**config.mk**
```make
export PLATFORM = sky130hd
export DESIGN_NAME = upsample_scan_ctrl
export DESIGN_NICKNAME = d
export VERILOG_FILES = /design/src/hw/upsample_types_pkg.sv /design/src/hw/upsample_ctrl_pkg.sv /design/src/hw/upsample_scan_ctrl.sv
export VERILOG_INCLUDE_DIRS = /design/src /design/src/hw
export SDC_FILE = /design/constraint.sdc
export NUM_CORES = 1
export LEC_CHECK = 0
export ABC_AREA = 0
export ABC_CLOCK_PERIOD_IN_PS = 5200
export BUFFER_PORTS_ARGS = -buffer_cell sky130_fd_sc_hd__buf_2
export CELL_PAD_IN_SITES_DETAIL_PLACEMENT = 1
export CELL_PAD_IN_SITES_GLOBAL_PLACEMENT = 2
export CORE_ASPECT_RATIO = 1.4
export CORE_MARGIN = 2
export CORE_UTILIZATION = 32
export CTS_BUF_LIST = sky130_fd_sc_hd__clkbuf_4 sky130_fd_sc_hd__clkbuf_8
export CTS_CLUSTER_SIZE = 25
export DETAILED_ROUTE_END_ITERATION = 12
export PLACE_DENSITY = 0.89
export SLEW_MARGIN = 30
export SYNTH_ARGS = -nofsm -noshare
export SYNTH_HDL_FRONTEND = slang
export SYNTH_SLANG_ARGS = --single-unit
```
**constraint.sdc**
```tcl
create_clock -name clk -period 5.2 [get_ports clk]
set_input_delay 1.04 -clock clk [delete_from_list [all_inputs] [get_ports clk]]
set_output_delay 1.04 -clock clk [all_outputs]
set_load 0.01 [all_outputs]
```
**src/hw/upsample_config.svh**
```systemverilog
`ifndef UPSAMPLE_CONFIG_SVH
`define UPSAMPLE_CONFIG_SVH

// pixel and sum widths
`define UPS_PIXEL_W 8
`define UPS_SUM_W (`UPS_PIXEL_W + 2)

// input buffer holds up to 64x64
`define UPS_IN_ADDR_W 12
`define UPS_BUF_DEPTH (1 << `UPS_IN_ADDR_W)

// output grid up to 128x128
`define UPS_OUT_ADDR_W 14
`define UPS_COORD_W 8

// size code, N = 4 << code
`define UPS_SIZE_W 3
`define UPS_MAX_SIZE 3'd4

`endif

```
**src/hw/upsample_types_pkg.sv**
```systemverilog
`include "upsample_config.svh"

package upsample_types_pkg;

    // one greyscale pixel
    typedef logic [`UPS_PIXEL_W-1:0] pixel_t;

    // row * N + col in the source image
    typedef logic [`UPS_IN_ADDR_W-1:0] in_addr_t;

    // raster index over the 2N x 2N output
    typedef logic [`UPS_OUT_ADDR_W-1:0] out_addr_t;

    // output row or column counter
    typedef logic [`UPS_COORD_W-1:0] coord_t;

    // 0..4 valid, rest rejected
    typedef logic [`UPS_SIZE_W-1:0] size_code_t;

endpackage

```
**src/hw/upsample_ctrl_pkg.sv**
```systemverilog
package upsample_ctrl_pkg;

    typedef enum logic [1:0] {
        IDLE,
        LOAD,
        SCAN,
        DONE
    } ctrl_state_t;

    // row band (top, mid, bottom) x column band (left, mid, right)
    typedef enum logic [3:0] {
        TOP_LEFT,
        TOP_MID,
        TOP_RIGHT,
        MID_LEFT,
        MID_MID,
        MID_RIGHT,
        BOT_LEFT,
        BOT_MID,
        BOT_RIGHT
    } edge_mode_t;

endpackage

```
**src/hw/upsample_scan_ctrl.sv**
```systemverilog
`timescale 1ns/1ns
`include "upsample_config.svh"

module upsample_scan_ctrl (
    input  logic                          clk,
    input  logic                          rst,
    input  logic                          start,
    input  upsample_types_pkg::size_code_t size,
    output logic                          busy,
    output logic                          done,
    output logic                          issue,
    output upsample_types_pkg::out_addr_t  issue_addr,
    output upsample_types_pkg::in_addr_t   rd_addr0,
    output upsample_types_pkg::in_addr_t   rd_addr1,
    output upsample_types_pkg::in_addr_t   rd_addr2,
    output upsample_types_pkg::in_addr_t   rd_addr3
);

    upsample_ctrl_pkg::ctrl_state_t state;
    upsample_ctrl_pkg::edge_mode_t  mode;
    upsample_types_pkg::size_code_t size_q;
    upsample_types_pkg::coord_t     row;
    upsample_types_pkg::coord_t     col;
    upsample_types_pkg::coord_t     last_pos;
    upsample_types_pkg::coord_t     i_src;
    upsample_types_pkg::coord_t     j_src;
    upsample_types_pkg::coord_t     i_nb;
    upsample_types_pkg::coord_t     j_nb;
    upsample_types_pkg::out_addr_t  out_cnt;
    upsample_types_pkg::in_addr_t   a_ij;
    upsample_types_pkg::in_addr_t   a_ij1;
    upsample_types_pkg::in_addr_t   a_i1j;
    upsample_types_pkg::in_addr_t   a_i1j1;
    logic [2:0]                     n_shift;
    logic                           drained;
    logic                           accept;
    logic                           scan_end;
    logic                           row_odd;
    logic                           col_odd;
    logic                           row_clamp;
    logic                           col_clamp;

    assign accept   = start && (state == upsample_ctrl_pkg::IDLE) && (size <= `UPS_MAX_SIZE);
    assign last_pos = (upsample_types_pkg::coord_t'(8) << size_q) - 1'b1; // 2N-1
    assign n_shift  = size_q + 3'd2; // log2(N)
    assign scan_end = (row == last_pos) && (col == last_pos);

    assign busy       = (state != upsample_ctrl_pkg::IDLE);
    assign issue      = (state == upsample_ctrl_pkg::SCAN);
    assign issue_addr = out_cnt;

    always_ff @(posedge clk) begin
        if (!rst) begin
            state   <= upsample_ctrl_pkg::IDLE;
            size_q  <= '0;
            row     <= '0;
            col     <= '0;
            out_cnt <= '0;
            drained <= 1'b0;
            done    <= 1'b0;
        end else begin
            done <= 1'b0;
            case (state)
                upsample_ctrl_pkg::IDLE: begin
                    if (accept) begin
                        size_q <= size;
                        state  <= upsample_ctrl_pkg::LOAD;
                    end
                end
                upsample_ctrl_pkg::LOAD: begin
                    row     <= '0;
                    col     <= '0;
                    out_cnt <= '0;
                    drained <= 1'b0;
                    state   <= upsample_ctrl_pkg::SCAN;
                end
                upsample_ctrl_pkg::SCAN: begin
                    out_cnt <= out_cnt + 1'b1;
                    if (col == last_pos) begin
                        col <= '0;
                        row <= row + 1'b1;
                    end else begin
                        col <= col + 1'b1;
                    end
                    if (scan_end) state <= upsample_ctrl_pkg::DONE;
                end
                upsample_ctrl_pkg::DONE: begin
                    // two cycles for the interpolator pipeline to empty
                    drained <= 1'b1;
                    if (drained) begin
                        done  <= 1'b1;
                        state <= upsample_ctrl_pkg::IDLE;
                    end
                end
                default: state <= upsample_ctrl_pkg::IDLE;
            endcase
        end
    end

    always_comb begin
        if (row == '0) begin
            if (col == '0)           mode = upsample_ctrl_pkg::TOP_LEFT;
            else if (col == last_pos) mode = upsample_ctrl_pkg::TOP_RIGHT;
            else                      mode = upsample_ctrl_pkg::TOP_MID;
        end else if (row == last_pos) begin
            if (col == '0)           mode = upsample_ctrl_pkg::BOT_LEFT;
            else if (col == last_pos) mode = upsample_ctrl_pkg::BOT_RIGHT;
            else                      mode = upsample_ctrl_pkg::BOT_MID;
        end else begin
            if (col == '0)           mode = upsample_ctrl_pkg::MID_LEFT;
            else if (col == last_pos) mode = upsample_ctrl_pkg::MID_RIGHT;
            else                      mode = upsample_ctrl_pkg::MID_MID;
        end
    end

    // border bands fix the parity, bottom/right also clamp the neighbour
    always_comb begin
        row_odd   = row[0];
        row_clamp = 1'b0;
        col_odd   = col[0];
        col_clamp = 1'b0;
        case (mode)
            upsample_ctrl_pkg::TOP_LEFT, upsample_ctrl_pkg::TOP_MID,
            upsample_ctrl_pkg::TOP_RIGHT: row_odd = 1'b0;
            upsample_ctrl_pkg::BOT_LEFT, upsample_ctrl_pkg::BOT_MID,
            upsample_ctrl_pkg::BOT_RIGHT: begin
                row_odd   = 1'b1;
                row_clamp = 1'b1;
            end
            default: ;
        endcase
        case (mode)
            upsample_ctrl_pkg::TOP_LEFT, upsample_ctrl_pkg::MID_LEFT,
            upsample_ctrl_pkg::BOT_LEFT: col_odd = 1'b0;
            upsample_ctrl_pkg::TOP_RIGHT, upsample_ctrl_pkg::MID_RIGHT,
            upsample_ctrl_pkg::BOT_RIGHT: begin
                col_odd   = 1'b1;
                col_clamp = 1'b1;
            end
            default: ;
        endcase
    end

    assign i_src = row >> 1;
    assign j_src = col >> 1;
    assign i_nb  = row_clamp ? i_src : i_src + 1'b1;
    assign j_nb  = col_clamp ? j_src : j_src + 1'b1;

    assign a_ij   = (upsample_types_pkg::in_addr_t'(i_src) << n_shift)
                  + upsample_types_pkg::in_addr_t'(j_src);
    assign a_ij1  = (upsample_types_pkg::in_addr_t'(i_src) << n_shift)
                  + upsample_types_pkg::in_addr_t'(j_nb);
    assign a_i1j  = (upsample_types_pkg::in_addr_t'(i_nb) << n_shift)
                  + upsample_types_pkg::in_addr_t'(j_src);
    assign a_i1j1 = (upsample_types_pkg::in_addr_t'(i_nb) << n_shift)
                  + upsample_types_pkg::in_addr_t'(j_nb);

    always_comb begin
        rd_addr0 = a_ij;
        case ({row_odd, col_odd})
            2'b01: begin
                rd_addr1 = a_ij1;
                rd_addr2 = a_ij;
                rd_addr3 = a_ij1;
            end
            2'b10: begin
                rd_addr1 = a_i1j;
                rd_addr2 = a_ij;
                rd_addr3 = a_i1j;
            end
            2'b11: begin
                rd_addr1 = a_ij1;
                rd_addr2 = a_i1j;
                rd_addr3 = a_i1j1;
            end
            default: begin // straight copy
                rd_addr1 = a_ij;
                rd_addr2 = a_ij;
                rd_addr3 = a_ij;
            end
        endcase
    end

endmodule

```
==> summary.txt <==
Global routing
  – GRT Overall Usage: between 20% and 30%
  – Met2 global-route usage: between 40% and 50%
  – Congestion Overflow GR: 0
  – M3 GR Usage: 1.83%
  – Largest net degree at the start of global routing: 31
  – Vias in the first global route: 7240
  – Initial antenna violation count: 0
  – Met1 usage: 27.5%
  – Global-route wire length before repair: approximately 38000 um
  – Gr busiest metal: met2

Synth
  – Synth Cell Area: ~5700 um^2
  – FFs w/ async S/R, synth: 0%
  – EDFF count, synth: 0
  – Synth top area cells: dfxtp_1 13%, ha_1 9.6%, xnor2_1 6.1%
  – Post-synthesis cell type count: a little under 100
  – Top cell type's share of synthesized area: around an eighth
  – Mapped Nets: approximately 830
  – #FFs+latches synth: 37
  – Post-synth top flop: dfxtp_1
  – Warning count from the yosys run: 0
  – Synth cell count leaders: 86 x nor2_1, 76 x nand2_1, 47 x o21ai_0
  – Largest area contributor in the netlist: dfxtp_1
  – Post-synthesis sequential area ratio: between 10% and 20%
  – Top-count cell post-synth: nor2_1
  – Syn avg cell area: about 7.3 um^2
  – Cell count after synthesis: slightly below 800

Power and ir drop
  – Static Leakage: ~3.5 nW
  – Worst IR Drop VDD: between 0.15 and 0.2 mV
  – PD cells: 187 nW/um^2

Floorplan
  – # IOs: 71
  – Die area: around 19000 um^2
  – Core ar.: ~17000 um^2
  – Die width: approximately 120 um
  – DIE HEIGHT: around 160 um
  – Row Count: 57
  – Initial Util: about a third

Flow run
  – Max_cap viols: 0

Clock tree
  – Clock Latency Late Sink: approximately 0.31 ns
  – CTS buffer count: 5
  – H-tree levels: 2
  – Clk sink count: 37
  – Root Driver: clkbuf_8
  – Clk buf depth: 2
  – CTS tree: built
  – Clock-pin slew on the worst setup and hold paths: 0.08 ns

Timing
  – Final setup fails: 24
  – Worst slew margin: 44.6%
  – Period utilisation layout: 109%
  – Slew @ Worst Pin: a little over 0.8 ns
  – Slew Limit Fails: 0
  – FMAX: between 150 and 200 MHz
  – RSZ-0062 raised after global routing: true
  – Fin crit period: 5.67 ns
  – Crit path setup slack, layout: -0.473 ns
  – Final Hold Fails: 0
  – Clock Skew: 0.0115 ns

Setup path
  – CP startpoint kind: flop
  – Crit. End Element: primary output
  – Worst r2r src: size_q[2]$_SDFFE_PN0P_
  – R2R setup slack: roughly 2.2 ns
  – RR Endpoint: col[5]$_SDFFE_PN0P_
  – Critical path fanouts, max: 5
  – Worst EP arrival: between 4 and 5 ns
  – CP Class: reg -> out
  – Cells on worst reg2reg path: 13
  – Required time of the critical path: between 4 and 5 ns

Finish
  – Final Cell Area: slightly above 8000 um^2
  – Diodes inserted: 0
  – Non-filler cells, final: around 1.2k
  – Nets: 1014
  – Layout cell share with drive strength beyond 1: 38.2%
  – P&R area growth vs syn: 44.2%

Detailed routing
  – Initial DRT Pass Iterations: 5
  – DRT Wirelength: about 25000 um
  – Iteration-0 DRC Markers: approximately 400
  – Routed len/inst: approximately 21 um
  – Via/cell ratio: around 5.8
  – # DRC: 0
  – Via count: 6899
  – DRT antenna net count: 0

Placed design
  – Dpl cell area: roughly 7000 um^2
  – GP Congestion: roughly 0.94
  – HPWL after DPL: 17200 um
  – Port Buffers: 70
  – Dpl cells: about 1.1k

Min path
  – WHS Path Cells: 2
  – Hold Crit Class: reg -> reg
  – Worst Hold Endpoint: row[0]$_SDFFE_PN0P_
  – Hold_sp: row[0]$_SDFFE_PN0P_

Outcome
  – Violated checks: setup timing
  – Status: complete, but fails checks
## per-stage QoR
stage                     hold WS, ns  utilization [%]  TNS (ns)  worst slack, ns  power (W)
final                           0.508             47.3     -6.43           -0.473    0.00154
after detailed placement        0.500             40.4    -0.886           -0.227    0.00105
after global routing            0.537             47.3    -10.14           -0.623    0.00162
after global placement          0.478             40.4    -0.188          -0.0620    0.00103
after floorplan                 0.467                -         0           0.0190   0.000809
after CTS                       0.514             45.2    -0.603           -0.105    0.00143
## worst max path at each step
stage,startpoint,to,slack [ns]
2_1_floorplan,size_q[1]$_SDFFE_PN0P_,rd_addr3[11],0.02
3_3_place_gp,size_q[2]$_SDFFE_PN0P_,rd_addr3[9],-0.06
3_5_place_dp,size_q[2]$_SDFFE_PN0P_,rd_addr3[9],-0.23
4_1_cts,size_q[2]$_SDFFE_PN0P_,rd_addr3[10],-0.11
5_1_grt,size_q[2]$_SDFFE_PN0P_,rd_addr3[9],-0.62
6_report,size_q[2]$_SDFFE_PN0P_,rd_addr1[11],-0.47
## power by group
group | leakage, nW | total (W) | internal (W) | switching (W)
combinational | 3.19 | 0.000961 | 0.000395 | 0.000566
sequential | 0.301 | 0.000312 | 0.000297 | 0.0000148
clock | 0.0588 | 0.000263 | 0.000149 | 0.000114
total | 3.55 | 0.00154 | 0.000841 | 0.000695
## cells in the final DEF, fill, tap and decap left out, drive strengths merged, types with 18 or more instances in the layout
cell type and instances:
o21ai 55, nor2 86, inv 37, ha 44, nand2 77, a21oi 45
nand3 21, dfxtp 37, nor3 25, mux2i 18, xor2 31, xnor2 42
buf 221
## worst max-delay path, cell delays in order, from the launching register on
cell and delay (ns):
dfxtp_4 0.38, buf_8 0.12, nor3b_4 0.27, buf_4 0.17, xnor3_2 0.40, nor4_4 0.39, xnor2_2 0.13, nor3_2 0.28
ha_2 0.26, nor2_2 0.05, a31o_1 0.19, a2bb2oi_2 0.18, o311a_4 0.42, buf_6 0.13, nor4b_4 0.27, xor2_1 0.13
a211o_1 0.34, o21ai_1 0.07, buf_2 0.14
## cell type report
class | instances | area, um^2
Multi-Input combinational cell | 659 | 5370
Timing Repair Buffer | 221 | 1560
Inverter | 38 | 150
Tap cell | 236 | 295
Clock inverter | 2 | 38.8
Fill cell | 2156 | 9170
Sequential cell | 37 | 749
Clock buffer | 6 | 76.3
## flip-flops by register name, indices dropped and copies added (netlist names)
signal and flops:
issue_addr 14, col 8, row 8, size_q 3, state 2, done 1, drained 1
## routing by layer
layer | share of wire, % | vias to the layer above
met1 | 38 | 3353
met5 | 0 | -
met3 | 3.1 | 116
met4 | 7.3 | 0
met2 | 52 | 253
li1 | - | 3177
## repair_timing
item,4_1_cts,5_1_grt
endpoints found under the setup margin,24,26
hold buffers,0,0
resized for setup,109,52
buffers inserted,28,18
pin swaps,74,37
## cell families after synthesis
logic type,after synthesis,share of synthesized area [%]
AND/OR/NAND/NOR,297,26.2
AO/OA/AOI/OAI,217,27.5
buffers and inverters,84,5.81
XOR/XNOR,76,12.8
adder cells (fa/ha/maj),46,10.3
flip-flops,37,13.0
multiplexers,23,4.34
No activity file was read; power rests on OpenSTA's default activity.
