==> src/hw/upsample_config.svh <==
`ifndef UPSAMPLE_CONFIG_SVH
`define UPSAMPLE_CONFIG_SVH

// pixel and sum widths
`define UPS_PIXEL_W 8
`define UPS_SUM_W (`UPS_PIXEL_W + 2)

// input buffer holds up to 64x64
`define UPS_IN_ADDR_W 12
`define UPS_BUF_DEPTH (1 << `UPS_IN_ADDR_W)

// output grid up to 128x128
`define UPS_OUT_ADDR_W 14
`define UPS_COORD_W 8

// size code, N = 4 << code
`define UPS_SIZE_W 3
`define UPS_MAX_SIZE 3'd4

`endif

==> src/hw/upsample_types_pkg.sv <==
`include "upsample_config.svh"

package upsample_types_pkg;

    // one greyscale pixel
    typedef logic [`UPS_PIXEL_W-1:0] pixel_t;

    // row * N + col in the source image
    typedef logic [`UPS_IN_ADDR_W-1:0] in_addr_t;

    // raster index over the 2N x 2N output
    typedef logic [`UPS_OUT_ADDR_W-1:0] out_addr_t;

    // output row or column counter
    typedef logic [`UPS_COORD_W-1:0] coord_t;

    // 0..4 valid, rest rejected
    typedef logic [`UPS_SIZE_W-1:0] size_code_t;

endpackage

==> src/hw/bilinear_interp.sv <==
`timescale 1ns/1ns
`include "upsample_config.svh"

module bilinear_interp (
    input  logic                         clk,
    input  logic                         rst,
    input  logic                         issue,
    input  upsample_types_pkg::out_addr_t issue_addr,
    input  upsample_types_pkg::pixel_t    rd_data0,
    input  upsample_types_pkg::pixel_t    rd_data1,
    input  upsample_types_pkg::pixel_t    rd_data2,
    input  upsample_types_pkg::pixel_t    rd_data3,
    output logic                         out_valid,
    output upsample_types_pkg::out_addr_t out_addr,
    output upsample_types_pkg::pixel_t    out_pixel
);

    logic                          issue_d;
    upsample_types_pkg::out_addr_t addr_d;
    logic [`UPS_SUM_W-1:0]         sum;

    // +2 rounds the divide by four
    assign sum = `UPS_SUM_W'(rd_data0) + `UPS_SUM_W'(rd_data1)
               + `UPS_SUM_W'(rd_data2) + `UPS_SUM_W'(rd_data3)
               + `UPS_SUM_W'(2);

    // stage 1 lines up with the buffer read latency
    always_ff @(posedge clk) begin
        if (!rst) begin
            issue_d <= 1'b0;
        end else begin
            issue_d <= issue;
        end
    end

    always_ff @(posedge clk) begin
        addr_d <= issue_addr;
    end

    always_ff @(posedge clk) begin
        if (!rst) begin
            out_valid <= 1'b0;
        end else begin
            out_valid <= issue_d;
        end
    end

    always_ff @(posedge clk) begin
        if (issue_d) begin
            out_addr  <= addr_d;
            out_pixel <= sum[`UPS_SUM_W-1:2];
        end
    end

endmodule

==> config.mk <==
export PLATFORM = sky130hd
export DESIGN_NAME = bilinear_interp
export DESIGN_NICKNAME = d
export VERILOG_FILES = /design/src/hw/upsample_types_pkg.sv /design/src/hw/bilinear_interp.sv
export VERILOG_INCLUDE_DIRS = /design/src /design/src/hw
export SDC_FILE = /design/constraint.sdc
export NUM_CORES = 1
export LEC_CHECK = 0
export BUFFER_PORTS_ARGS = -buffer_cell sky130_fd_sc_hd__buf_2
export CORE_MARGIN = 2
export CORE_UTILIZATION = 43
export DETAILED_ROUTE_END_ITERATION = 8
export GPL_TIMING_DRIVEN = 1
export MAX_ROUTING_LAYER = met4
export PLACE_DENSITY_LB_ADDON = 0.2
export SLEW_MARGIN = 20
export SYNTH_ARGS = -nofsm -noshare
export SYNTH_HDL_FRONTEND = slang
export SYNTH_SLANG_ARGS = --single-unit
==> constraint.sdc <==
create_clock -name clk -period 4.9 [get_ports clk]
set_clock_uncertainty 0.15 [all_clocks]
set_input_delay 0 -clock clk [delete_from_list [all_inputs] [get_ports clk]]
set_output_delay 0 -clock clk [all_outputs]
set_load 0.02 [all_outputs]
==> results.txt, run 1 <==
Data on the critical path arrives at its endpoint at 2.28 ns. From left edge to right edge, the die measures 68.8 um. The initialized floorplan defines 23 standard-cell rows.

The via-per-instance ratio is 4.40. The placer congestion estimate came out at 0.810. The maximum VDD drop is roughly 190 uV. The simple-gate share of the synthesized area is 0.0492. The clock buffer count from CTS is 5. The internal power came out at 0.670 mW.

The part of the Yosys area used for sequential elements is 0.544. The via count is between 1,000 and 1,500. The highest clock frequency the design can meet came out at 416 MHz. In this run the remaining antenna-violating nets after routing total 0. The number of nets in the synthesized netlist is 213. Among all cell types in the netlist, the one instantiated most often is sky130_fd_sc_hd__inv_1.

Measured against the total synthesized area, the mux share comes to 0. The count of TritonRoute iterations in the first routing pass is 3. The number of instances in the synthesized netlist came out at 140. The number of violations reported at the end of detailed-routing iteration 0 is 51. Compared with the post-synthesis result, the final layout area differs by 38.5%.

The later-pin clock latency in the skew report came out at 0.28 ns. The net switching power is 0.278 mW. The part of the total power dissipated in the clock network is 0.264. The type of element capturing the critical path is a flip-flop. The worst relative slew slack came out at 0.363.

The number of hold-slack violations in the final timing report came to 0. The via count of the first global-routing pass is 1,263. Summed over all layers, the routed wires come to roughly 3300 um. The vertical die dimension is around 70 um.

The number of antenna diodes in the final layout is 0. At the end of the flow, the number of nets in the layout was 308. The largest individual stage delay along the critical path comes from the cell sky130_fd_sc_hd__fa_1. At the end of the flow the core is filled with cells to 0.620.

Walking the worst path, the cells encountered are buf_2 > inv_1 > fa_1 > fa_1 > inv_1 > ha_1 > a21o_1 > a2111oi_2 > xnor2_1. In the post-synthesis netlist, the biggest area contributors are sky130_fd_sc_hd__edfxtp_1 37%, sky130_fd_sc_hd__dfxtp_1 18%, sky130_fd_sc_hd__fa_1 17%. The initial antenna violation count is 0. Dividing total power by cell area gives a power density of 380 mW/mm^2. The slack of the worst reg-to-reg path is 3.42 ns.

In this run the worst path has a maximum fanout of 7. The synthesized area per cell is 12.9 sq um. The cell type with the highest aggregate area in the netlist is sky130_fd_sc_hd__edfxtp_1. Synthesis instantiated 25 different standard cells from the library.

The total non-filler cell area in the finished layout came out at around 0.0025 sq mm. The total overflow left after global routing is 0. Of the total power, registers draw 0.417. The critical path class is in2reg. The cell area after placement came out at 0.00222 sq mm.

The count of boundary I/O pins is 72. The first-pass GRT wire length came out at ~5100 um. Of the total power, the share spent switching nets is 0.294. The share of cells above drive strength 1 came out at 0.347. The share of the synthesized area in the top cell type came out at 0.366. The worst setup path is launched from an input port.

The number of max-slew violations in the final report is 0. The reported leakage power came out at 1.25 nW. Across the run, the number of max-cap violations was 0. For this run, design rule violations remaining after detail routing come to 0. The min-delay analysis places its worst path in the category in2reg. The area of the core region is 0.00403 sq mm. The global router's overall resource usage is 0.155. Among all flip-flop cells after synthesis, the most frequent one is sky130_fd_sc_hd__edfxtp_1. The run finished with clean final reports. The async set or reset register ratio after synthesis came out at 0. The synthesized cell area is 0.00180 sq mm. For this configuration, the core starts out at a cell density of 0.448. The die outline area is 0.00473 sq mm. The count of synthesis-stage warnings from yosys came out at 0.

The compound-gate portion of the synthesized area is 0.0506. Of the total synthesized cell area, the portion taken by full adders, half adders and majority gates is 0.229. Ranked by instance count, the synthesized netlist is headed by 45 x sky130_fd_sc_hd__inv_1, 22 x sky130_fd_sc_hd__edfxtp_1, 16 x sky130_fd_sc_hd__dfxtp_1, 15 x sky130_fd_sc_hd__fa_1, 9 x sky130_fd_sc_hd__ha_1. The count of input and output buffers came out at 71. For the worst setup path, the data required time is 4.78 ns. In this run, synthesis produced a sequential element count of 38. The combinational family with the most area after synthesis is adder cells. The H-tree depth is 2. The fraction of synthesized cell area in xor and xnor cells is 0.0340. The count of buffers added by post-CTS timing repair for setup came out at 0. The final count of negative-setup-slack endpoints came out at 0. The maximum number of pins on one net before global-route repair is 24. The longest clock path from root to sink contains 2 buffers.

The combinational share of power is 0.318. The TritonCTS clock tree is done. After clock tree synthesis, the clock-pin slew on the worst setup and hold paths is around 0.070 ns. The count of flip-flops with a built-in enable after synthesis is 22. Clock tree synthesis selected as its root buffer the cell sky130_fd_sc_hd__clkbuf_8.

The share of the clock period used by the worst path after layout came out at 0.491. The worst path in the final design needs a cycle of 2.40 ns, including I/O delays and setup. The average routed wire per standard cell is ~12 um. The total power of the final layout came out at 0.948 mW.

The sink count of the clock tree is 38. Across all hold checks on the routed design, the worst slack comes to roughly 0.14 ns. The final sum of negative setup slack came out at 0 ns.

The measured slew at the worst slew-check pin came out at 0.954 ns. Setup repair after global routing left no endpoint under its margin. For this run, the slowest stage of the critical path takes 0.52 ns. The post-DP HPWL is 2600 um.
logic make-up (layout without fill, tap and decap cells):
logic type	Yosys count	count (layout)
compound gates	12	12
xor+xnor	7	7
fa+ha+maj	24	24
buf+inv	45	141
flops	38	38
simple gates	14	14
final cells by class:
class	instances	area, sq um
Clock inverter	2	33.8
Timing Repair Buffer	88	526
Tap cell	50	62.6
Sequential cell	38	981
Multi-Input combinational cell	57	654
Clock buffer	6	72.6
Inverter	45	169
Fill cell	348	1530
final timing paths:
path	depth (start not counted)	to	startpoint
max	9	out_pixel[5]	rd_data0[5]
max reg2reg	0	out_pixel[5]	issue_d
min	4	out_pixel[0]	rd_data2[1]
min reg2reg	0	out_addr[7]	addr_d[7]
worst max-delay path, delay by kind of cell:
family	cells	cell delay, ns
buffers and inverters	3	0.15
adders and majority gates	3	1.41
AOI/OAI and AO/OA	2	0.63
xor gates and xnor gates	1	0.09
routing by layer:
metal / vias to the layer above / track usage / part of all wire
met1: 580 / 0.162 / 0.38
met3: 8 / 0.0455 / 0.055
met2: 44 / 0.273 / 0.54
met4: 0 / 0.0662 / 0.020
li1: 626 / - / -
met5: - / - / 0
cells in the final DEF (no fill, tap or decap):
| cell type | netlist | final |
|---|---|---|
| sky130_fd_sc_hd__a2111oi_2 | 1 | 1 |
| sky130_fd_sc_hd__a211oi_2 | 1 | 1 |
| sky130_fd_sc_hd__a21o_1 | 1 | 1 |
| sky130_fd_sc_hd__a21oi_1 | 4 | 4 |
| sky130_fd_sc_hd__a21oi_2 | 1 | 1 |
| sky130_fd_sc_hd__a31oi_1 | 2 | 2 |
| sky130_fd_sc_hd__and2_1 | 2 | 2 |
| sky130_fd_sc_hd__and4_2 | 2 | 2 |
| sky130_fd_sc_hd__buf_2 | 0 | 71 |
| sky130_fd_sc_hd__bufinv_16 | 0 | 1 |
| sky130_fd_sc_hd__clkbuf_1 | 0 | 1 |
| sky130_fd_sc_hd__clkbuf_8 | 0 | 5 |
| sky130_fd_sc_hd__clkinv_1 | 0 | 1 |
| sky130_fd_sc_hd__dfxtp_1 | 16 | 16 |
| sky130_fd_sc_hd__dlygate4sd3_1 | 0 | 17 |
| sky130_fd_sc_hd__edfxtp_1 | 22 | 22 |
| sky130_fd_sc_hd__fa_1 | 15 | 15 |
| sky130_fd_sc_hd__ha_1 | 9 | 9 |
| sky130_fd_sc_hd__inv_1 | 45 | 45 |
| sky130_fd_sc_hd__nand2_1 | 1 | 1 |
| sky130_fd_sc_hd__nand2b_1 | 1 | 1 |
| sky130_fd_sc_hd__nand3_1 | 2 | 2 |
| sky130_fd_sc_hd__nand3b_1 | 1 | 1 |
| sky130_fd_sc_hd__nand4_1 | 1 | 1 |
| sky130_fd_sc_hd__nand4b_1 | 1 | 1 |
| sky130_fd_sc_hd__nor2_1 | 1 | 1 |
| sky130_fd_sc_hd__nor3_1 | 2 | 2 |
| sky130_fd_sc_hd__o211ai_1 | 1 | 1 |
| sky130_fd_sc_hd__o21bai_1 | 1 | 1 |
| sky130_fd_sc_hd__xnor2_1 | 4 | 4 |
| sky130_fd_sc_hd__xor2_1 | 3 | 3 |
stage by stage:
| stage | cells | worst slack (ns) |
|---|---|---|
| floorplan | 140 | 2.39 |
| global placement | 261 | 2.26 |
| detailed placement | 261 | 2.18 |
| CTS | 286 | 2.48 |
| global route | 286 | 2.38 |
| finish | 286 | 2.50 |
power groups by stage:
stage                     clock network (mW)  logic [mW]  registers [mW]
after floorplan                            0       0.181           0.432
after global placement                     0       0.281           0.402
after detailed placement                   0       0.293           0.403
after CTS                              0.256       0.305           0.396
after global routing                   0.269       0.342           0.399
final                                  0.251       0.302           0.396
sequential cells by signal, summed over array words and instances, names as in the netlist:
name       count
out_addr      14
issue_d        1
out_valid      1
addr_d        14
out_pixel      8
what timing repair did:
action	in CTS	in global routing
gates resized for setup	0	0
endpoints found under the hold margin	16	0
hold buffers	17	0
Power figures use the tool's default switching activity.
==> run 2: changes to the inputs <==
--- a/config.mk
+++ b/config.mk
@@ -6,6 +6,7 @@
 export SDC_FILE = /design/constraint.sdc
 export NUM_CORES = 1
 export LEC_CHECK = 0
+export ABC_AREA = 1
 export BUFFER_PORTS_ARGS = -buffer_cell sky130_fd_sc_hd__buf_2
 export CORE_MARGIN = 2
 export CORE_UTILIZATION = 43
==> constraint.sdc (replaced) <==
create_clock -name clk -period 2.2 [get_ports clk]
set_clock_uncertainty 0.15 [all_clocks]
set_input_delay 0 -clock clk [delete_from_list [all_inputs] [get_ports clk]]
set_output_delay 0 -clock clk [all_outputs]
set_load 0.02 [all_outputs]
==> run 2 against run 1 <==
  * Clock power rose by 73%
  * Worst setup slack got worse by 2.4 ns
  * Die area grew 4.6%
  * Worst hold slack improved by 0.019 ns
  * Total power is 130% higher
  * Register-to-register slack worse by 2.6 ns
  * Synthesized cell count grew 27%
  * Critical path depth is 2 higher
  * Area after synthesis is 4.9% higher
  * Largest cell class unchanged
  * Largest power group is now combinational cells
  * Sequential cell count unchanged
  * Non-clock buffer count is 9 higher
==> results.txt, run 2 <==
After synthesis, the most frequently instantiated cells are 57 x sky130_fd_sc_hd__inv_1, 27 x sky130_fd_sc_hd__nand2_1, 22 x sky130_fd_sc_hd__edfxtp_1, 16 x sky130_fd_sc_hd__dfxtp_1, 15 x sky130_fd_sc_hd__fa_1. The overflow left after global routing came out at 0 (unchanged). The effective utilization at floorplan is 0.441 (-0.00727). The reported leakage power came out at 1.43 nW (+15%). The maximum fanout along the worst path is 4 (-3). The distinct cell type count of the synthesized netlist is 18 (-28%). The vertical die dimension came out at 70.3 um (+2.3%).

The count of flip-flops with a built-in enable after synthesis came out at 22 (unchanged). The count of input and output buffers is 71 (unchanged). The count of TritonRoute iterations in the first routing pass came out at 4 (+1). The via count is 1,410 (+12%). The die outline area came out at 0.00495 sq mm (+4.6%). The via-per-instance ratio came out at 4.21 (-4.3%). The number of violations reported at the end of detailed-routing iteration 0 came out at 47 (-7.8%). The antenna cell count is 0 (unchanged). The most frequently used flop master after synthesis is sky130_fd_sc_hd__edfxtp_1. The placer congestion estimate is 0.806 (-0.48%). The post-detailed-routing wire length came to 3370 um (+1.2%).

The maximum number of pins on one net before global-route repair is 13 (-46%). The post-DP HPWL is 2690 um (+3.1%). The maximum VDD drop came out at 421 uV (+130%). The number of hold-slack violations in the final timing report came out at 0 (unchanged).

The mux share of post-synthesis cell area is 0 (unchanged). The via count of the first global-routing pass came out at 1,418 (+12%). The clock buffer count from CTS is 5 (unchanged). The final-layout fill cell count was 380 (+9.2%). The area of the core region is 0.00429 sq mm (+6.6%). The number of max-slew violations in the final report came to 0 (unchanged). Yosys attributes the largest share of cell area to sky130_fd_sc_hd__edfxtp_1 35%, sky130_fd_sc_hd__dfxtp_1 17%, sky130_fd_sc_hd__fa_1 16%.

The area share of fa/ha/maj cells after synthesis is 0.218 (-0.0106). The flip-flop and latch count after synthesis came to 38 (unchanged). The measured slew at the worst slew-check pin is 0.487 ns (-0.467 ns). The min-delay analysis places its worst path in the category in2reg. Setup repair after global routing left no endpoint under its margin. The final sum of negative setup slack was 0 ns (unchanged). The clock period minus final worst setup slack came out at 2.06 ns. The clock edge transition at the registers on the reported setup and hold paths is 0.06 ns (about the same). The share of cells above drive strength 1 came out at 0.382 (+0.0342). The count of maximum capacitance violations came out at 0 (unchanged). The post-synth net total came out at 251 (+18%). The placement row count is 24 (+4.3%). The most frequently used cell type in the post-synthesis netlist is sky130_fd_sc_hd__inv_1.

The largest total area in the synthesized netlist belongs to sky130_fd_sc_hd__edfxtp_1. The sink count of the clock tree is 38 (unchanged). The first-pass GRT wire length is 5930 um (+17%).

The synthesized area per cell came to 10.6 sq um (-18%). The fraction of the core area covered by cells at the end of the flow is 0.633 (+0.0127). The average routed wire per standard cell is 10.1 um (-14%). The areal power density over the cells came out at 803 mW/mm^2 (+110%). The final count of negative-setup-slack endpoints is 0 (unchanged). The combinational family with the most area after synthesis is adder cells.

The flow ran to the end, and the final reports show no timing, DRC or antenna violations. The count of synthesis-stage warnings from yosys came out at 0 (unchanged). The async set or reset register ratio after synthesis came to 0 (unchanged).

The count of boundary I/O pins came out at 72 (unchanged). The net total in the final layout is 355 (+15%). The H-tree depth came out at 2 (unchanged). The final antenna-violating net count is 0 (unchanged). The critical path required time was 2.08 ns (-2.70 ns). The later-pin clock latency in the skew report came to 0.27 ns (about the same). The final hold slack came out at 0.160 ns (+0.0190 ns). The fraction of synthesized cell area in xor and xnor cells is 0.0139 (-0.0201). The part of the Yosys area used for sequential elements came to 0.519 (-0.0252). The worst relative slew slack is 0.675 (+0.312). STA classifies the critical path startpoint as an input port. TritonCTS built the clock tree.

The share of the synthesized area in the top cell type came out at 0.349 (-0.0170). The number of instances in the synthesized netlist was 178 (+27%). The cell sitting at the root of the clock tree is a sky130_fd_sc_hd__clkbuf_8.

Leaving out fill and tap cells, the most frequent cells in the layout are 71 x sky130_fd_sc_hd__buf_2, 57 x sky130_fd_sc_hd__inv_1, 27 x sky130_fd_sc_hd__nand2_1. Leaving out fill and tap cells, the most frequent cell in the layout is sky130_fd_sc_hd__buf_2. STA classifies the critical path endpoint as a flip-flop. The critical path class is in2reg.

The layout overhead on the synthesized area came out at 43.7%. The largest registers in the layout are addr_d x14, out_addr x14, out_pixel x8. The share of the clock period used by the worst path after layout is 0.938. The global router's overall resource usage is 0.157 (+0.00122). The initial antenna violation count came out at 0 (unchanged). The die span in x is 70.3 um (+2.3%).

The remaining routing DRC violations came out at 0 (unchanged). The arrival time reported for the critical path endpoint is 1.95 ns (-0.33 ns). The highest clock frequency the design can meet is 485 MHz. The compound-gate portion of the synthesized area is 0.0159 (-0.0348). The simple-gate share of the synthesized area came out at 0.108 (+0.0592). The worst-case clock buffer depth is 2 (unchanged).

The synthesized cell area came out at 0.00189 sq mm (+4.9%).
==> run 2: cell types whose count changed in the layout (fill, tap and decap cells not counted), moves of 3 or more <==
cell,delta
sky130_fd_sc_hd__nand2_1,+26
sky130_fd_sc_hd__inv_1,+12
sky130_fd_sc_hd__buf_4,+9
sky130_fd_sc_hd__ha_1,-6
sky130_fd_sc_hd__ha_4,+6
sky130_fd_sc_hd__nand2_2,+5
sky130_fd_sc_hd__inv_2,+4
sky130_fd_sc_hd__xnor2_1,-4
sky130_fd_sc_hd__a21oi_1,-3
==> run 2: power breakdown <==
group | total (mW) | switching (mW) | internal (mW)
clock network | 0.435 | 0.215 | 0.219
registers | 0.865 | 0.0181 | 0.846
logic | 0.883 | 0.470 | 0.413
total | 2.18 | 0.703 | 1.48
==> run 2: repair_timing <==
item,CTS,global route
resized for setup,0,2
hold buffers,17,0
hold endpoints to repair,16,0
setup buffers,0,0
setup endpoints to repair,0,2
==> run 2: final timing paths <==
check	start	endpoint	slack, ns	cells past startpoint
hold reg to reg	addr_d[0]	out_addr[0]	0.25	0
setup reg to reg	issue_d	out_addr[5]	0.82	1
setup / recovery	rd_data0[5]	out_pixel[4]	0.14	11
hold / removal	rd_data2[1]	out_pixel[0]	0.16	5
==> run 2: critical path, stage by stage <==
cell	delay (ns)
sky130_fd_sc_hd__buf_2	0.07
sky130_fd_sc_hd__inv_1	0.04
sky130_fd_sc_hd__fa_1	0.50
sky130_fd_sc_hd__fa_1	0.51
sky130_fd_sc_hd__inv_1	0.06
sky130_fd_sc_hd__ha_4	0.27
sky130_fd_sc_hd__inv_1	0.05
sky130_fd_sc_hd__o21ai_1	0.20
sky130_fd_sc_hd__inv_1	0.09
sky130_fd_sc_hd__nand3_1	0.09
sky130_fd_sc_hd__nand2_1	0.05
==> run 2: area by class of cell <==
| class | count | area [sq um] | area share |
|---|---|---|---|
| flip-flops and latches | 38 | 981 | 0.361 |
| multi-input cells | 77 | 759 | 0.279 |
| repair buffers | 97 | 593 | 0.218 |
| inverters | 63 | 236 | 0.0870 |
| clock buffers | 6 | 72.6 | 0.0267 |
| well taps | 52 | 65.1 | 0.0239 |
| clock inverters | 2 | 10.0 | 0.00368 |
==> run 2: layer usage <==
| metal | global-route usage | up-vias | share of wire |
|---|---|---|---|
| met5 | - | - | 0 |
| met4 | 0.0449 | 0 | 0.0083 |
| met3 | 0.0332 | 2 | 0.051 |
| met2 | 0.282 | 42 | 0.55 |
| met1 | 0.174 | 639 | 0.39 |
| li1 | - | 727 | - |
==> run 2: per-stage QoR <==
step	cell area [sq um]	instances	setup WS (ns)	power (mW)
after floorplan	1970	178	0.0165	1.46
after global placement	2460	310	-0.110	1.71
after detailed placement	2460	310	-0.174	1.74
after CTS	2710	335	0.122	2.20
after global routing	2720	335	0.00198	2.35
final	2720	335	0.137	2.18
==> run 2: cell families (layout without fill, tap and decap cells) <==
kind of cell / count (synthesis) / count (layout)
buffers and inverters: 63 / 168
and+or+nand+nor: 44 / 44
DFF: 38 / 38
adders and majority gates: 24 / 24
AOI/OAI and AO/OA: 6 / 6
xor gates and xnor gates: 3 / 3
==> run 3: changes to the inputs <==
--- a/config.mk
+++ b/config.mk
@@ -6,7 +6,6 @@
 export SDC_FILE = /design/constraint.sdc
 export NUM_CORES = 1
 export LEC_CHECK = 0
-export ABC_AREA = 1
 export BUFFER_PORTS_ARGS = -buffer_cell sky130_fd_sc_hd__buf_2
 export CORE_MARGIN = 2
 export CORE_UTILIZATION = 43
==> run 3 against run 2 <==
  * Die area fell by 4.4%
  * Fmax fell by 5.4%
  * Critical path type unchanged
  * Routed wire length rose by 1.3%
  * Cell area rose by 1.6%
  * Largest cell class unchanged
  * Combinational power rose by 13%
==> results.txt, run 3 (synthesis results as in run 1) <==
The share of the clock period used by the worst path after layout is 0.991 (+0.0537). The maximum VDD drop came to 496 uV (+18%). The worst relative slew slack came to 0.796 (+0.122). For this design, the slowest cell found on the critical path is sky130_fd_sc_hd__fa_1. The via count came out at 1,303 (-7.6%). The overflow left after global routing is 0 (unchanged). The area of the core region is 0.00403 sq mm (-6.2%). The later-pin clock latency in the skew report is 0.28 ns (about the same). Traced cell by cell, the critical path runs through buf_6 > inv_2 > fa_1 > fa_1 > inv_2 > ha_4 > nand3_2 > o211ai_1 > a31oi_4 > xnor2_2. The maximum number of pins on one net before global-route repair came out at 24 (+11). The final instance count without filler cells came out at 297 (-11%).

The die span in x came to 68.8 um (-2.2%). The highest clock frequency the design can meet is 458 MHz (-5.4%). The slack of the worst reg-to-reg path came to 1.14 ns (+0.32 ns). The count of boundary I/O pins is 72 (unchanged).

The worst-case clock buffer depth came to 2 (unchanged). The worst hold path cell count is 4 (-1). The routed length on met2 is 1880 um (+1.3%).

The area taken by flip-flops and latches came out at 981 sq um (unchanged). Leaving out fill and tap cells, the most frequent cell in the layout is sky130_fd_sc_hd__buf_2. The critical path required time came out at 2.08 ns (about the same). The cell count after placement came out at 271 (-13%). The die outline area is 0.00473 sq mm (-4.4%). The count of TritonRoute iterations in the first routing pass came out at 2 (-2). The master cell of the clock root buffer is sky130_fd_sc_hd__clkbuf_8. The final-layout fill cell count is 319 (-16%). The sink count of the clock tree is 38 (unchanged). The area of the multi-input gates came out at 813 sq um (+7.1%).

The layout overhead on the synthesized area is 53.1%. The delay contributed by the slowest stage of the critical path came out at 0.57 ns (+0.06 ns). The detailed-routing wirelength on met1 came out at 1250 um (-4.9%). The count of input and output buffers is 71 (unchanged). The final count of negative-setup-slack endpoints came to 0 (unchanged). The global router's overall resource usage came to 0.165 (+0.00822). The effective utilization at floorplan came out at 0.448 (+0.00727). The remaining routing DRC violations is 0 (unchanged).

The placer congestion estimate came out at 0.754 (-6.4%). The number of hold-slack violations in the final timing report came out at 0 (unchanged). The clock buffer count from CTS came out at 5 (unchanged). The clock period minus final worst setup slack came out at 2.18 ns (+0.118 ns).

The via-per-instance ratio came out at 4.39 (+4.2%). The reg-to-reg critical path endpoint is out_addr[1]. Broken down by cell family, the worst path's largest delay share belongs to adder cells. The via count of the first global-routing pass is 1,365 (-3.7%).

The placement row count came to 23 (-4.2%). The worst hold path begins at rd_data2[1]. The initial antenna violation count is 0 (unchanged). The post-DP HPWL is 2620 um (-2.4%).

The measured slew at the worst slew-check pin came out at 0.304 ns (-0.183 ns). The average routed wire per standard cell is 11.5 um (+14%). The final hold slack is 0.132 ns (-0.0283 ns). The reported leakage power came out at 1.31 nW (-8.3%). The antenna cell count was 0 (unchanged). Leaving out fill and tap cells, the most frequent cells in the layout are 67 x sky130_fd_sc_hd__buf_2, 33 x sky130_fd_sc_hd__inv_1, 22 x sky130_fd_sc_hd__edfxtp_1. The total power of the final layout was 2.34 mW (+7.3%). The areal power density over the cells came out at 848 mW/mm^2 (+5.6%). The critical path is of the in2reg type. The first-pass GRT wire length came out at 5420 um (-8.5%).

The vertical die dimension is 68.8 um (-2.2%). The highest layer touched by signal routing is met4. The arrival time reported for the critical path endpoint came out at 2.06 ns (+0.11 ns).

The startpoint class of the critical path is an input port. TritonCTS built the clock tree. The startpoint identified for the worst register-to-register timing path is issue_d.

The flow ran to the end, and the final reports show no timing, DRC or antenna violations. In the final layout, the registers with the most flip-flops are addr_d x14, out_addr x14, out_pixel x8. The worst hold path belongs to the class in2reg. The destination of the worst hold path is out_pixel[0]. The clock edge transition at the registers on the reported setup and hold paths came out at 0.07 ns (about the same). The final antenna-violating net count came out at 0 (unchanged). The worst setup path is captured at a flip-flop.

The share of cells above drive strength 1 is 0.494 (+0.112). Setup repair after global routing could not meet its margin everywhere. The number of max-slew violations in the final report was 0 (unchanged).

The count of maximum capacitance violations came out at 0 (unchanged). The number of violations reported at the end of detailed-routing iteration 0 came to 57 (+21%). The final sum of negative setup slack came out at 0 ns (unchanged). The detailed-routed wire length on met3 is 244 um (+41%).

The net total in the final layout is 319 (-10%). The critical path buffer and inverter count came out at 3 (-2). The H-tree depth was 2 (unchanged). The maximum fanout along the worst path came out at 5 (+1). The post-detailed-routing wire length came out at 3420 um (+1.3%). The path depth of the worst reg2reg path came to 1 (unchanged).
[run 3: what timing repair did]
action	CTS	global route
gates resized for setup	2	15
hold buffers	17	0
buffers inserted	0	1
setup endpoints to repair	1	5
hold endpoints to repair	16	0
pin swaps	1	12
[run 3: final cells by class]
cell class              count  share of cell area
well taps                  50              0.0227
clock buffers               7              0.0313
clock inverters             1             0.00181
multi-input cells          57               0.295
inverters                  45              0.0666
repair buffers             99               0.228
flip-flops and latches     38               0.355
[run 3: per-stage QoR]
step	worst slack, ns	area (sq um)	util
after floorplan	-0.115	1930	-
after global placement	-0.302	2430	0.602
after detailed placement	-0.345	2430	0.602
after CTS	0.0164	2700	0.670
after global routing	-0.0319	2760	0.685
final	0.0189	2760	0.685
[run 3: worst max path at each step]
stage,startpoint,endpoint,slack (ns),cells past startpoint
after global placement,rd_data2[2],out_pixel[5],-0.30,10
after detailed placement,rd_data2[2],out_pixel[5],-0.34,10
after global routing,rd_data2[5],out_pixel[5],-0.03,9
after CTS,rd_data2[2],out_pixel[5],0.02,10
final,rd_data0[7],out_pixel[6],0.02,10
after floorplan,rd_data2[2],out_pixel[5],-0.11,9
[run 3: power breakdown]
group	switching (mW)	internal [mW]
Sequential	0.0146	0.857
Combinational	0.482	0.520
Clock	0.217	0.252
[run 3: per-layer routing]
metal | up-vias | global-route usage
li1 | 652 | -
met3 | 4 | 0.0552
met1 | 603 | 0.168
met5 | - | -
met2 | 44 | 0.291
met4 | 0 | 0.0662
